$ cat config.mk
export PLATFORM = sky130hd
export DESIGN_NAME = next_pc_ctrl
export DESIGN_NICKNAME = d
export VERILOG_FILES = /design/src/btb_pkg.sv /design/src/next_pc_ctrl.sv
export SDC_FILE = /design/constraint.sdc
export NUM_CORES = 1
export LEC_CHECK = 0
export BUFFER_PORTS_ARGS = -buffer_cell sky130_fd_sc_hd__clkbuf_2
export CAP_MARGIN = 20
export CORE_AREA = 2 2 132 134
export DETAILED_ROUTE_END_ITERATION = 10
export DIE_AREA = 0 0 134 136
export GPL_TIMING_DRIVEN = 0
export SLEW_MARGIN = 15
export SYNTH_ARGS = -nofsm -noshare
export SYNTH_HDL_FRONTEND = slang
export SYNTH_SLANG_ARGS = --single-unit
$ cat constraint.sdc
create_clock -name clk -period 5 [get_ports clk]
set_clock_uncertainty 0.2 [all_clocks]
set_input_delay 0.75 -clock clk [delete_from_list [all_inputs] [get_ports clk]]
set_output_delay 0.75 -clock clk [all_outputs]
set_load 0.01 [all_outputs]
$ cat src/btb_pkg.sv
// shared widths, PC type and next-PC source encoding for the branch predictor
// a fetch group is 16 bytes holding 4 fixed 4-byte slots, addresses byte based
// the BTB index starts at bit 4 so every slot of one group lands on the same row

package btb_pkg;

  // ====================
  // address widths
  // ====================
  localparam int PC_W = 32;                  // fetch and commit address width

  typedef logic [PC_W-1:0] pc_t;             // byte address of an instruction

  // ====================
  // fetch group geometry
  // ====================
  localparam int NUM_SLOTS   = 4;            // instruction slots per group
  localparam int INSN_BYTES  = 4;            // fixed instruction size
  localparam int GROUP_BYTES = NUM_SLOTS * INSN_BYTES;  // default sequential step
  localparam int IDX_LSB     = 4;            // lowest BTB index bit, group aligned

  // power-on value of every return-stack entry
  localparam pc_t RST_PC = 32'hFFFC0000;

  // ====================
  // next-PC source
  // ====================
  // listed in no particular order, priority lives in next_pc_ctrl
  typedef enum logic [2:0] {
    SRC_NONE = 3'd0,   // nothing to predict this cycle
    SRC_RET  = 3'd1,   // return, top of stack
    SRC_BSR  = 3'd2,   // subroutine jump target
    SRC_MISS = 3'd3,   // branch-miss redirect
    SRC_BTB  = 3'd4,   // taken hit in one of the slot banks
    SRC_SEQ  = 3'd5    // fall through to the next group
  } pc_src_t;

endpackage
$ cat src/next_pc_ctrl.sv
// lookup stage and next-PC priority select
// redirect strobes act in the same cycle, BTB and sequential results one cycle
// after the fetch address was sampled, next_pc is don't-care while pred_valid is low

module next_pc_ctrl import btb_pkg::*; (
  input  logic                 clk,
  input  logic                 rst,
  input  logic                 en,                    // sample fetch_pc this edge
  input  pc_t                  fetch_pc,
  input  logic [NUM_SLOTS-1:0] grp_end,               // slot that closes the group
  input  logic [NUM_SLOTS-1:0] bank_hit,
  input  pc_t                  bank_tgt [NUM_SLOTS],
  input  pc_t                  ras_top,
  input  logic                 do_ret,
  input  logic                 do_bsr,
  input  logic                 miss,
  input  pc_t                  bsr_tgt,
  input  pc_t                  miss_pc,
  output pc_t                  look_pc,               // to the banks for tag compare
  output pc_t                  next_pc,
  output pc_src_t              pred_src,
  output logic                 pred_valid,
  output logic [NUM_SLOTS-1:0] taken
);

  logic [NUM_SLOTS-1:0] look_grp;       // grp_end held with look_pc
  logic                 look_vld;       // lookup result due this cycle

  pc_t                  seq_step;
  logic [NUM_SLOTS-1:0] hit_oh;         // lowest hitting slot
  pc_t                  hit_tgt;

  // ====================
  // lookup stage
  // ====================
  always_ff @(posedge clk) begin
    if (rst) begin
      look_vld <= 1'b0;
    end else begin
      look_vld <= en;                   // one lookup per cycle, no stall
    end
  end

  always_ff @(posedge clk) begin
    if (en) begin
      look_pc  <= fetch_pc;
      look_grp <= grp_end;
    end
  end

  // step to the slot after the first group end, whole group when none is marked
  always_comb begin
    seq_step = pc_t'(GROUP_BYTES);
    for (int i = NUM_SLOTS - 1; i >= 0; i--) begin
      if (look_grp[i]) begin
        seq_step = pc_t'((i + 1) * INSN_BYTES);   // lower slots overwrite higher
      end
    end
  end

  // lowest slot wins among taken hits
  always_comb begin
    hit_oh  = '0;
    hit_tgt = '0;
    for (int i = NUM_SLOTS - 1; i >= 0; i--) begin
      if (bank_hit[i]) begin
        hit_oh    = '0;
        hit_oh[i] = 1'b1;
        hit_tgt   = bank_tgt[i];
      end
    end
  end

  // ====================
  // priority select
  // ====================
  // ret > bsr > miss > btb hit > sequential
  always_comb begin
    next_pc  = look_pc + seq_step;      // also the value shown when idle
    pred_src = SRC_NONE;
    taken    = '0;
    if (do_ret) begin
      next_pc  = ras_top;
      pred_src = SRC_RET;
    end else if (do_bsr) begin
      next_pc  = bsr_tgt;
      pred_src = SRC_BSR;
    end else if (miss) begin
      next_pc  = miss_pc;
      pred_src = SRC_MISS;
    end else if (look_vld && |bank_hit) begin
      next_pc  = hit_tgt;
      pred_src = SRC_BTB;
      taken    = hit_oh;                // only a BTB hit raises taken
    end else if (look_vld) begin
      pred_src = SRC_SEQ;
    end
  end

  // any strobe or a lookup in flight gives a prediction
  assign pred_valid = do_ret | do_bsr | miss | look_vld;

  // taken is one-hot at most and only ever comes with a BTB prediction
  a_taken_oh: assert property (@(posedge clk) disable iff (rst)
    $onehot0(taken) && ((|taken) == (pred_src == SRC_BTB)))
    else $error("next_pc_ctrl taken %b with source %s", taken, pred_src.name());

  // valid term and priority chain must agree
  a_valid_src: assert property (@(posedge clk) disable iff (rst)
    pred_valid != (pred_src == SRC_NONE))
    else $error("next_pc_ctrl pred_valid disagrees with source");

endmodule

==> impl_results.md <==
* Result of the run: completed
* Met3 global-route usage at 0.0544
* Detail-routed via count per cell at 5.27
* Overall global routing resource usage at 0.254
* Number of synthesized register bits at 36
* Post-synth EDFFs at 35
* Number of primary I/O pins at 342
* # Max-Cap Violations at 0
* Fraction of final layout cells sized beyond drive strength 1 at 0.417
* Starting Density at 0.228
* Classification of the worst setup path: in2out
* Storage cell area at around 0.0011 mm2
* Main synth FF type: edfxtp_1
* CP Launch Point: bank_hit[0]
* Top Usage Layer GRT: met2
* Clock tree from TritonCTS: done
* Normalized max-slew margin at 0.355
* Vias in the first global route at 5,233
* Syn_area_per_cell at between 7 and 8 um2
* Sequential cell area fraction in the yosys report at 0.278
* Filler cell count at 1,872
* Mapped Nets at 775
* Clock edge transition at the registers on the reported setup and hold paths at 0.06 ns
* Die H at 136 um
* Fraction of the cycle the final worst path needs at 0.867
* Placeable core region at about 0.017 mm2
* Data required time of the critical path at 4.05 ns
* Worst-Margin Slew at 0.955 ns
* Count of final hold-check violations at 0
* Overall power at around 1.1 mW
* Area of the multi-input gates at 0.00257 mm2
* Number of vias after detailed routing at 5,638
* Post-layout nets at 1,118
* Netlist area before placement at 0.00385 mm2
* Total detailed-routing wirelength at about 24 mm
* Post-CTS setup buffers at 0
* Number of DRC markers after the initial detailed-route iteration at about 420
* Arrival time of the worst setup path at 3.39 ns
* Unrepaired setup endpoints after global routing: no
* Number of buffers on the longest clock path at 2
* Portion of synthesized cell area occupied by the leading cell type at 0.273
* Async set-or-reset flop fraction in the synthesized netlist at 0
* Remaining number of nets flagged by the antenna check after routing at 0
* Total of cells resized after clock tree synthesis at 0
* Final Max Slew Viols at 0
* Placed instance area at 0.00582 mm2
* Hold Buf Count CTS at 0
* Number of H-tree branching levels at 2
* Crit. End Element: primary output
* DRT Pass-1 Iters at 5
* Grt ovf at 0
* First-pass GRT wire length at roughly 34 mm
* Met2 routing resource usage after global routing at 0.424
* Post-Layout Inst Area at approximately 0.006 mm2
* Most frequently used cell type in the post-synthesis netlist: nand2_1
* DPL Wire Length at approximately 20 mm
* Setup crit start kind: primary input
* Final Critical Period at 4.34 ns
* Total negative slack for setup checks at 0 ns
* PD cells at 191 mW/mm2
* # clock sinks at 36
* Area added between synthesis and finish at 54.4%
* Die boundary width at 134 um
* Maximum number of pins on one net before global-route repair at 37
* CTS buffer count at 5
* Final weighted congestion in routability-driven placement at 0.884
* Static Leakage at 2.68 nW
* Yosys warning count at 0
* Synth top cells by count: nand2_1 (64), nor2_1 (39), clkbuf_1 (38), edfxtp_1 (35), o21ai_0 (34)
* Tightest Hold Check Type: in2reg
* Maximum achievable frequency at approximately 0.23 GHz
* Worst IR Drop VDD at 0.224 mV
* Quantity of I/O buffers inserted on ports at 336
* Area leader, netlist: edfxtp_1
* Total die area at 0.0182 mm2
* Drt wl/cell at 22.7 um
* Number of antenna violations at the first check in global routing at 4
* Fraction of the core area covered by cells at the end of the flow at 0.353
* Residual DRC count at 0
* Post-synthesis cell count at 501
* Cells taking the most area after synthesis: edfxtp_1 (27%), nand2_1 (6.2%), a22oi_1 (5.5%), a221oi_1 (5.0%), o21ai_0 (4.4%)
* Endpoints failing setup at 0
* Number of library cell types mapped by synthesis at 59
* Met1 routing resource usage after global routing at 0.331
* Worst Min Path Start: rst
* Number of cell rows at 48
* Clk Tree Root Cell: clkbuf_16
* Critical-path maximum fanout at 10
[cell type report]
cell class,count,share of cell area
multi-input combinational,410,0.431
antenna,1,0.000420
timing repair buffer,336,0.282
inverter,9,0.00567
sequential,36,0.180
buffer,46,0.0305
clock inverter,2,0.00126
clock buffer,5,0.0210
tap,225,0.0473
[final timing paths]
kind	slack [ns]	end	cells after the start
worst max-delay path	0.66	next_pc[17]	8
worst min-delay path	0.42	look_vld$_SDFF_PP0_	2
[stage by stage]
step | cells | setup WS [ns] | hold slack (ns)
final | 1070 | 0.664 | 0.423
after floorplan | 501 | 1.59 | 0.622
after CTS | 1069 | 0.592 | 0.416
after detailed placement | 1062 | 0.596 | 0.714
after global routing | 1069 | 0.451 | 0.419
after global placement | 1062 | 0.614 | 0.709
[layout by cell type (no fill, tap or decap), drive strengths merged, types with 3 or more instances in the layout]
cell | netlist | layout
nor4 | 9 | 9
o21ai | 35 | 35
nand4 | 3 | 3
o211ai | 7 | 7
and2 | 3 | 3
a221o | 5 | 5
o31a | 5 | 5
o22ai | 25 | 25
o221ai | 4 | 4
o2111ai | 3 | 3
or2 | 3 | 3
o31ai | 14 | 14
a211oi | 12 | 12
a21o | 4 | 4
a21oi | 12 | 12
nor3 | 20 | 20
nand2 | 64 | 64
a2111oi | 4 | 4
a221oi | 22 | 22
ha | 3 | 3
nand3 | 13 | 13
nor4b | 3 | 3
and3 | 6 | 6
inv | 9 | 9
buf | 8 | 8
edfxtp | 35 | 35
xnor2 | 4 | 4
xor2 | 11 | 11
a22oi | 28 | 28
clkbuf | 38 | 379
nor2b | 15 | 15
or4 | 3 | 3
o41ai | 4 | 4
nor2 | 39 | 39
[sequential cells by signal, summed over array words and instances (netlist names)]
register and cells:
look_pc 32, look_grp 3, look_vld 1
[per-layer routing]
metal | vias up | routed length, um
met2 | 339 | 11300
met4 | 4 | 591
met5 | - | 27
met3 | 39 | 1860
met1 | 2580 | 10500
li1 | 2676 | -
[kinds of logic after synthesis]
kind of cell / after synthesis / synth area share
fa+ha+maj: 4 / 0.0149
xor+xnor: 15 / 0.0341
buf+inv: 55 / 0.0558
compound gates: 198 / 0.368
simple gates: 193 / 0.249
flops: 36 / 0.278
[critical path, cell delays in order]
cell	delay (ns)
clkbuf_1	0.28
o41a_1	0.41
clkbuf_1	0.55
clkbuf_1	0.57
o2111ai_1	0.38
o31ai_1	0.17
o21ai_0	0.11
clkbuf_2	0.15
[report_power, final]
part	switching, mW	total (mW)	internal, mW
clock	0.110	0.288	0.178
combinational	0.262	0.457	0.195
sequential	0.0299	0.390	0.360
Power figures use the tool's default switching activity.
