$ cat src/btb_pkg.sv
// shared widths, PC type and next-PC source encoding for the branch predictor
// a fetch group is 16 bytes holding 4 fixed 4-byte slots, addresses byte based
// the BTB index starts at bit 4 so every slot of one group lands on the same row

package btb_pkg;

  // ====================
  // address widths
  // ====================
  localparam int PC_W = 32;                  // fetch and commit address width

  typedef logic [PC_W-1:0] pc_t;             // byte address of an instruction

  // ====================
  // fetch group geometry
  // ====================
  localparam int NUM_SLOTS   = 4;            // instruction slots per group
  localparam int INSN_BYTES  = 4;            // fixed instruction size
  localparam int GROUP_BYTES = NUM_SLOTS * INSN_BYTES;  // default sequential step
  localparam int IDX_LSB     = 4;            // lowest BTB index bit, group aligned

  // power-on value of every return-stack entry
  localparam pc_t RST_PC = 32'hFFFC0000;

  // ====================
  // next-PC source
  // ====================
  // listed in no particular order, priority lives in next_pc_ctrl
  typedef enum logic [2:0] {
    SRC_NONE = 3'd0,   // nothing to predict this cycle
    SRC_RET  = 3'd1,   // return, top of stack
    SRC_BSR  = 3'd2,   // subroutine jump target
    SRC_MISS = 3'd3,   // branch-miss redirect
    SRC_BTB  = 3'd4,   // taken hit in one of the slot banks
    SRC_SEQ  = 3'd5    // fall through to the next group
  } pc_src_t;

endpackage
$ cat src/return_stack.sv
// circular return-address stack, overflow silently drops the oldest return
// push and pop in the same cycle is not supported

module return_stack import btb_pkg::*; #(
  parameter int RAS_DEPTH = 32          // entries, power of two
) (
  input  logic clk,
  input  logic rst,
  input  logic push,                    // call, store push_pc
  input  logic pop,                     // return, drop the top
  input  pc_t  push_pc,                 // return address of the call
  output pc_t  top
);

  localparam int SP_W = $clog2(RAS_DEPTH);

  pc_t            stk [RAS_DEPTH];
  logic [SP_W-1:0] sp;                  // points at the current top
  logic [SP_W-1:0] sp_dn;

  assign sp_dn = sp - 1'b1;             // wraps, so the ring just rolls over

  // ====================
  // pointer
  // ====================
  always_ff @(posedge clk) begin
    if (rst) begin
      sp <= '0;
    end else if (push) begin
      sp <= sp_dn;                      // grows downward
    end else if (pop) begin
      sp <= sp + 1'b1;
    end
  end

  // entries come up holding the reset vector
  always_ff @(posedge clk) begin
    if (rst) begin
      for (int i = 0; i < RAS_DEPTH; i++) begin
        stk[i] <= RST_PC;
      end
    end else if (push) begin
      stk[sp_dn] <= push_pc;
    end
  end

  assign top = stk[sp];                 // valid before the pop edge

  // call and return are exclusive at the fetch unit
  a_no_push_pop: assert property (@(posedge clk) disable iff (rst)
    !(push && pop))
    else $error("return_stack push and pop together");

endmodule

$ cat config.mk
export PLATFORM = sky130hd
export DESIGN_NAME = return_stack
export DESIGN_NICKNAME = d
export VERILOG_FILES = /design/src/btb_pkg.sv /design/src/return_stack.sv
export SDC_FILE = /design/constraint.sdc
export NUM_CORES = 1
export LEC_CHECK = 0
export BUFFER_PORTS_ARGS = -buffer_cell sky130_fd_sc_hd__buf_2
export CORE_ASPECT_RATIO = 1.4
export CORE_MARGIN = 3
export CORE_UTILIZATION = 55
export DETAILED_ROUTE_END_ITERATION = 6
export PLACE_DENSITY = 0.82
export REMOVE_ABC_BUFFERS = 1
export SYNTH_ARGS = -nofsm -noshare
export SYNTH_HDL_FRONTEND = slang
export SYNTH_SLANG_ARGS = --single-unit
$ cat constraint.sdc
create_clock -name clk -period 2.82 [get_ports clk]
set_input_delay 0.705 -clock clk [delete_from_list [all_inputs] [get_ports clk]]
set_output_delay 0.705 -clock clk [all_outputs]
set_load 0.01 [all_outputs]
==> results of run 1 <==
==> routing by layer <==
metal	global-route usage, %	vias up	wire length, um
met5	0	-	0
met1	34.63	15940	46560
met2	50.27	2117	70400
met3	4.984	562	12850
met4	19.15	0	10530
li1	-	13540	-
==> metrics by stage <==
step	cell area [sq um]	setup TNS (ns)	util, %
final	57280	-14.76	66.75
after global placement	50820	-0.3209	59.23
after floorplan	46220	-1803.25	-
after CTS	55680	-14.71	64.89
after detailed placement	50820	-0.4369	59.23
after global routing	57270	-16.26	66.74
==> power groups by stage <==
stage	logic (W)	clock network, W	registers [W]
after detailed placement	0.00566	0	0.0178
after CTS	0.00659	0.0129	0.0175
final	0.00746	0.0129	0.0175
after floorplan	0.00336	0	0.0180
after global placement	0.00557	0	0.0178
after global routing	0.00765	0.0135	0.0175
==> Yosys cell counts, drive strengths merged (2+ instances only) <==
cell type	n	area, sq um
edfxtp	1024	30750
and2	577	3610
mux2i	512	5125
or3	449	2809
clkbuf	289	1086
nand2	102	382.9
a21oi	97	485.5
a22oi	97	728.2
nand3	96	480.5
buf	73	350.3
a22o	64	560.5
nor2	41	153.9
or2	35	219.0
a31oi	33	206.5
nor3	33	165.2
dfxtp	10	200.2
nor2b	7	43.79
ha	6	75.07
nand2b	5	31.28
inv	4	15.01
o21ai	4	27.52
a32oi	3	26.28
and3	2	12.51
nor3b	2	20.02
xnor2	2	17.52
xor2	2	17.52
==> sequential cells by signal, summed over array words and instances (netlist names), named ones only <==
signal	flops
sp	5
stk	1024
==> cells by family after synthesis <==
group	count (synthesis)	share of synthesized area [%]
AOI/OAI and AO/OA	303	4.379
xor gates and xnor gates	4	0.07352
adders and majority gates	6	0.1575
buffers and inverters	366	3.045
DFF	1034	64.94
muxes	512	10.75
and+or+nand+nor	1350	16.65
==> layout by cell type (no fill, tap or decap), types with 44 or more instances in the layout <==
| cell | n |
|---|---|
| buf_12 | 68 |
| or3_1 | 449 |
| buf_2 | 44 |
| buf_4 | 213 |
| edfxtp_1 | 1024 |
| nand3_1 | 51 |
| mux2i_1 | 454 |
| a22o_1 | 62 |
| and2_1 | 576 |
| buf_6 | 61 |
| a22oi_1 | 72 |
| a21oi_1 | 94 |
| nand2_1 | 95 |
| clkbuf_16 | 111 |
==> repair_timing <==
action / 4_1_cts / 5_1_grt
gates cloned: 13 / 18
pin swaps: 57 / 76
setup endpoints to repair: 32 / 53
setup buffers: 49 / 46
gates resized for setup: 187 / 168
==> worst max-delay path, stage by stage (launching register included) <==
cell and delay (ns):
dfxtp_4 0.43, buf_12 0.18, buf_12 0.14, buf_12 0.13, buf_12 0.14, mux2i_2 0.21, a22oi_2 0.11, a31oi_1 0.23
buf_4 0.22, nand3_4 0.09, buf_6 0.13
==> path summary, 6_finish.rpt <==
check / to / slack [ns] / cells after the start
min reg2reg: flop / 0.70 / 3
max: top[2] / -0.55 / 10
min: flop / 0.49 / 4
max reg2reg: stk[4][30] / 0.16 / 7
==> layout make-up <==
class                           instances  area (sq um)  share of cell area, %
Sequential cell                      1034         30960                  54.05
Multi-Input combinational cell       2175         16620                  29.02
Timing Repair Buffer                  440          5231                  9.133
Clock buffer                          111          2425                  4.234
Tap cell                             1096          1371                  2.394
Clock inverter                         58         648.1                  1.132
Inverter                                4         15.01                0.02621
Antenna cell                            2         5.005               0.008738
==> flow_summary.json, run 1 <==
{
  "dieArea_sq_um": 90270,
  "syn-instance-count": 3575,
  "wire_per_inst_um": 28.52,
  "clockBufferDepth": 3,
  "r2r-start": "sp[0]",
  "crit_fanout": 7,
  "numPortBuffers": 67,
  "status": "complete, but fails checks",
  "grt_overflow": 0,
  "cts-root-buf": "clkbuf_16",
  "async_reset_ff_share_pct": 0,
  "clock_skew_ns": 0.02890,
  "cts_tree": "done",
  "place_congestion": 0.8786,
  "rows": 127,
  "start_util_pct": 55.54,
  "intPower_w": 0.02741,
  "remaining_drc_errors": 0,
  "holdWs_ns": 0.4933,
  "seq_area_frac_synth_pct": 64.94,
  "synth_edf_count": 1024,
  "p_switching_w": 0.01042,
  "yosysUniqueCellTypes": 38,
  "critPathKind": "flop to output port",
  "yosys_most_used_dff": "edfxtp_1",
  "fmax_mhz": 296.5,
  "syn_to_final_growth_pct": 20.18,
  "io_pins": 68,
  "setup_viol": 32,
  "min_path_type": "primary input to flop",
  "finalCritPeriodShare_pct": 119.6,
  "avgSynthCellArea_sq_um": 13.33,
  "hold_viol": 0,
  "grt_usage_pct": 29.59,
  "die_h_um": 354.3,
  "pre_cts_ws_ns": -0.1238,
  "drv_cap": 0,
  "h-tree-depth": 3,
  "cts.sink_count": 1034,
  "stdcell_count": 4920,
  "slew_headroom_pct": 54.46,
  "clk-insertion-delay-late_ns": 0.68,
  "drv_slew": 0,
  "clk_pin_slew_ns": 0.07,
  "yosysWarnings": 0,
  "ys_ff_latch": 1034,
  "cts-hold-fix-buffers": 0,
  "layout_min_cycle_time_ns": 3.373,
  "drtIter0Drc": 3479,
  "tightestPinTransition_ns": 0.6831,
  "firstDrtPassIters": 6,
  "leakage_nw": 18.60,
  "power_w": 0.03783,
  "rsz0062_at_grt": "true",
  "worstPathArrival_ns": 2.67,
  "grt_pass1_vias": 32460,
  "antenna_left": 0,
  "worst_setup_path_start_kind": "flop",
  "die_w_um": 254.8,
  "ir_drop_mv": 0.4458,
  "syn_area_sq_um": 47660,
  "antenna_found_initial": 0,
  "dp_hpwl_um": 77050,
  "grt_max_degree": 95,
  "p_comb_share_pct": 19.7,
  "vias": 32150,
  "cts_inserted_buffers": 93,
  "cp-end-kind": "output port",
  "setup_ws_ns": -0.5529,
  "p_per_area_nw_per_um2": 660.5,
  "clkPwrFrac_pct": 34.1,
  "via_per_inst": 6.535,
  "layout-drive-gt1-share_pct": 21.38,
  "placeableCoreArea_sq_um": 85810,
  "drt_wl_total_um": 140300,
  "worstHoldStart": "pop",
  "sw_frac_of_total_pct": 27.55,
  "violations": "negative setup slack",
  "grt_pass1_wl_um": 199100,
  "fillers": 5332,
  "cp.required_ns": 2.12,
  "nNetsFinal": 3790,
  "dp_cells": 4630,
  "power_frac_seq_pct": 46.2
}
Note: power is estimated with default switching activity, not from simulation.
==> run 2: changes to the inputs <==
--- a/config.mk
+++ b/config.mk
@@ -9,6 +9,7 @@
 export CORE_ASPECT_RATIO = 1.4
 export CORE_MARGIN = 3
 export CORE_UTILIZATION = 55
+export CTS_BUF_LIST = sky130_fd_sc_hd__clkbuf_2
 export DETAILED_ROUTE_END_ITERATION = 6
 export PLACE_DENSITY = 0.82
 export REMOVE_ABC_BUFFERS = 1
==> run 2 against run 1 <==
Effect of this change: the flow finishes with violations (design-rule violations, negative setup slack); critical path depth decreased by 1; sequential power about the same; first-iteration DRC count decreased by 7.9%; via count about the same; combinational power decreased by 6.3%; register-to-register slack about the same; highest routed layer unchanged.
==> flow_summary.json, run 2 (synthesis results as in run 1) <==
{
  "numPortBuffers": 67,
  "critPathKind": "flop to output port",
  "layout_min_cycle_time_ns": 4.162,
  "p_per_area_nw_per_um2": 609.4,
  "setup_ws_ns": -1.342,
  "drv_cap": 0,
  "cp-end-kind": "output port",
  "syn_to_final_growth_pct": 16.82,
  "grt_pass1_vias": 33490,
  "worstHoldStart": "push",
  "top_layer": "met4",
  "cts_tree": "done",
  "via_per_inst": 6.250,
  "reg.largest.list": "stk x1024, sp x5",
  "dp_cells": 4630,
  "cts-root-buf": "clkbuf_2",
  "tightestPinTransition_ns": 0.9772,
  "cts_inserted_buffers": 225,
  "wl_met2_um": 68240,
  "grt_usage_pct": 29.50,
  "grt_overflow": 0,
  "antenna_found_initial": 2,
  "final_common_cell": "edfxtp_1",
  "pre_cts_ws_ns": -0.1238,
  "stdcell_count": 5147,
  "firstDrtPassIters": 7,
  "start_util_pct": 55.54,
  "cts.sink_count": 1034,
  "die_h_um": 354.3,
  "grt_max_degree": 95,
  "ir_drop_mv": 0.4042,
  "wire_per_inst_um": 26.07,
  "rows": 127,
  "crit_fanout": 10,
  "drt_wl_total_um": 134200,
  "violations": "design-rule violations, negative setup slack",
  "layout-drive-gt1-share_pct": 23.16,
  "leakage_nw": 18.46,
  "clk-insertion-delay-late_ns": 1.51,
  "remaining_drc_errors": 1,
  "worstPathArrival_ns": 3.46,
  "status": "complete, but fails checks",
  "place_congestion": 0.8786,
  "setup_tns_ns": -40.46,
  "fmax_mhz": 240.3,
  "clockBufferDepth": 3,
  "rsz0062_at_grt": "true",
  "hold_viol": 0,
  "die_w_um": 254.8,
  "drtIter0Drc": 3205,
  "slew_headroom_pct": 34.85,
  "cp.required_ns": 2.12,
  "r2r-start": "sp[0]",
  "mostFrequentLayoutCells": "1,024 x edfxtp_1, 576 x and2_1, 470 x mux2i_1",
  "clock_skew_ns": 0.08342,
  "finalCritPeriodShare_pct": 147.6,
  "vias": 32170,
  "min_path_type": "primary input to flop",
  "drv_slew": 0,
  "io_pins": 68,
  "grt_pass1_wl_um": 198200,
  "dp_hpwl_um": 77050,
  "worst_setup_path_start_kind": "flop",
  "dieArea_sq_um": 90270,
  "regMostFlops": "stk",
  "wl_met3_um": 12030,
  "drt-met1-wl_um": 45700,
  "antenna_left": 0,
  "setup_viol": 32,
  "holdWs_ns": 0.3238,
  "largest_register_ffs": 1024,
  "clk_pin_slew_ns": 0.10,
  "h-tree-depth": 4,
  "placeableCoreArea_sq_um": 85810,
  "nNetsFinal": 3913
}
-- run 2: cell types whose count changed in the layout (fill, tap and decap cells not counted), sizes merged --
cell | previous run | this run
dlygate4sd3 | 0 | 37
clkinvlp | 9 | 1
buf | 420 | 385
bufbuf | 2 | 3
clkbuf | 129 | 333
clkinv | 36 | 69
diode | 2 | 1
inv | 8 | 7
bufinv | 9 | 6
-- run 2: path summary, 6_finish.rpt --
kind         cells past startpoint           to  slack [ns]
min reg2reg                      2        sp[3]        0.71
max reg2reg                      7  stk[30][27]        0.17
min                              5        sp[4]        0.32
max                              9      top[19]       -1.34
-- run 2: area by class of cell --
| cell class | instances | area (sq um) |
|---|---|---|
| flip-flops and latches | 1034 | 30960 |
| multi-input cells | 2175 | 16370 |
| clock buffers | 327 | 1637 |
| fillers | 5810 | 30130 |
| inverters | 4 | 15.01 |
| clock inverters | 79 | 480.5 |
| well taps | 1096 | 1371 |
| diodes | 1 | 2.502 |
| repair buffers | 431 | 4840 |
-- run 2: worst max-delay path, cell delays in order, from the launching register on --
cell,delay (ns)
dfxtp_4,0.43
buf_12,0.18
buf_16,0.18
buf_12,0.15
buf_4,0.11
mux2i_1,0.22
a22oi_1,0.16
a31oi_4,0.28
nand3_2,0.13
buf_6,0.13
-- run 2: layer usage --
metal  vias up  GRT usage (%)
met5         -              0
met4         0          19.01
met3       466          6.193
met2      2011          49.89
met1     15760          33.92
li1      13930              -
-- run 2: timing repair --
action	4_1_cts	5_1_grt
cloned	10	6
pin swaps	32	30
resized for setup	199	72
setup endpoints to repair	32	45
hold endpoints to repair	1034	0
hold buffers	37	0
buffers inserted	47	17
-- run 2: where the power goes --
group          switching (W)  internal, W
sequential          0.000170       0.0173
combinational        0.00418      0.00281
clock                0.00581      0.00367
-- run 2: metrics by stage --
step / cell area (sq um) / util, % / total power, W
after floorplan: 46220 / - / 0.02134
after global placement: 50820 / 59.23 / 0.02333
after detailed placement: 50820 / 59.23 / 0.02344
after CTS: 55040 / 64.14 / 0.03365
after global routing: 55680 / 64.88 / 0.03504
final: 55680 / 64.88 / 0.03393
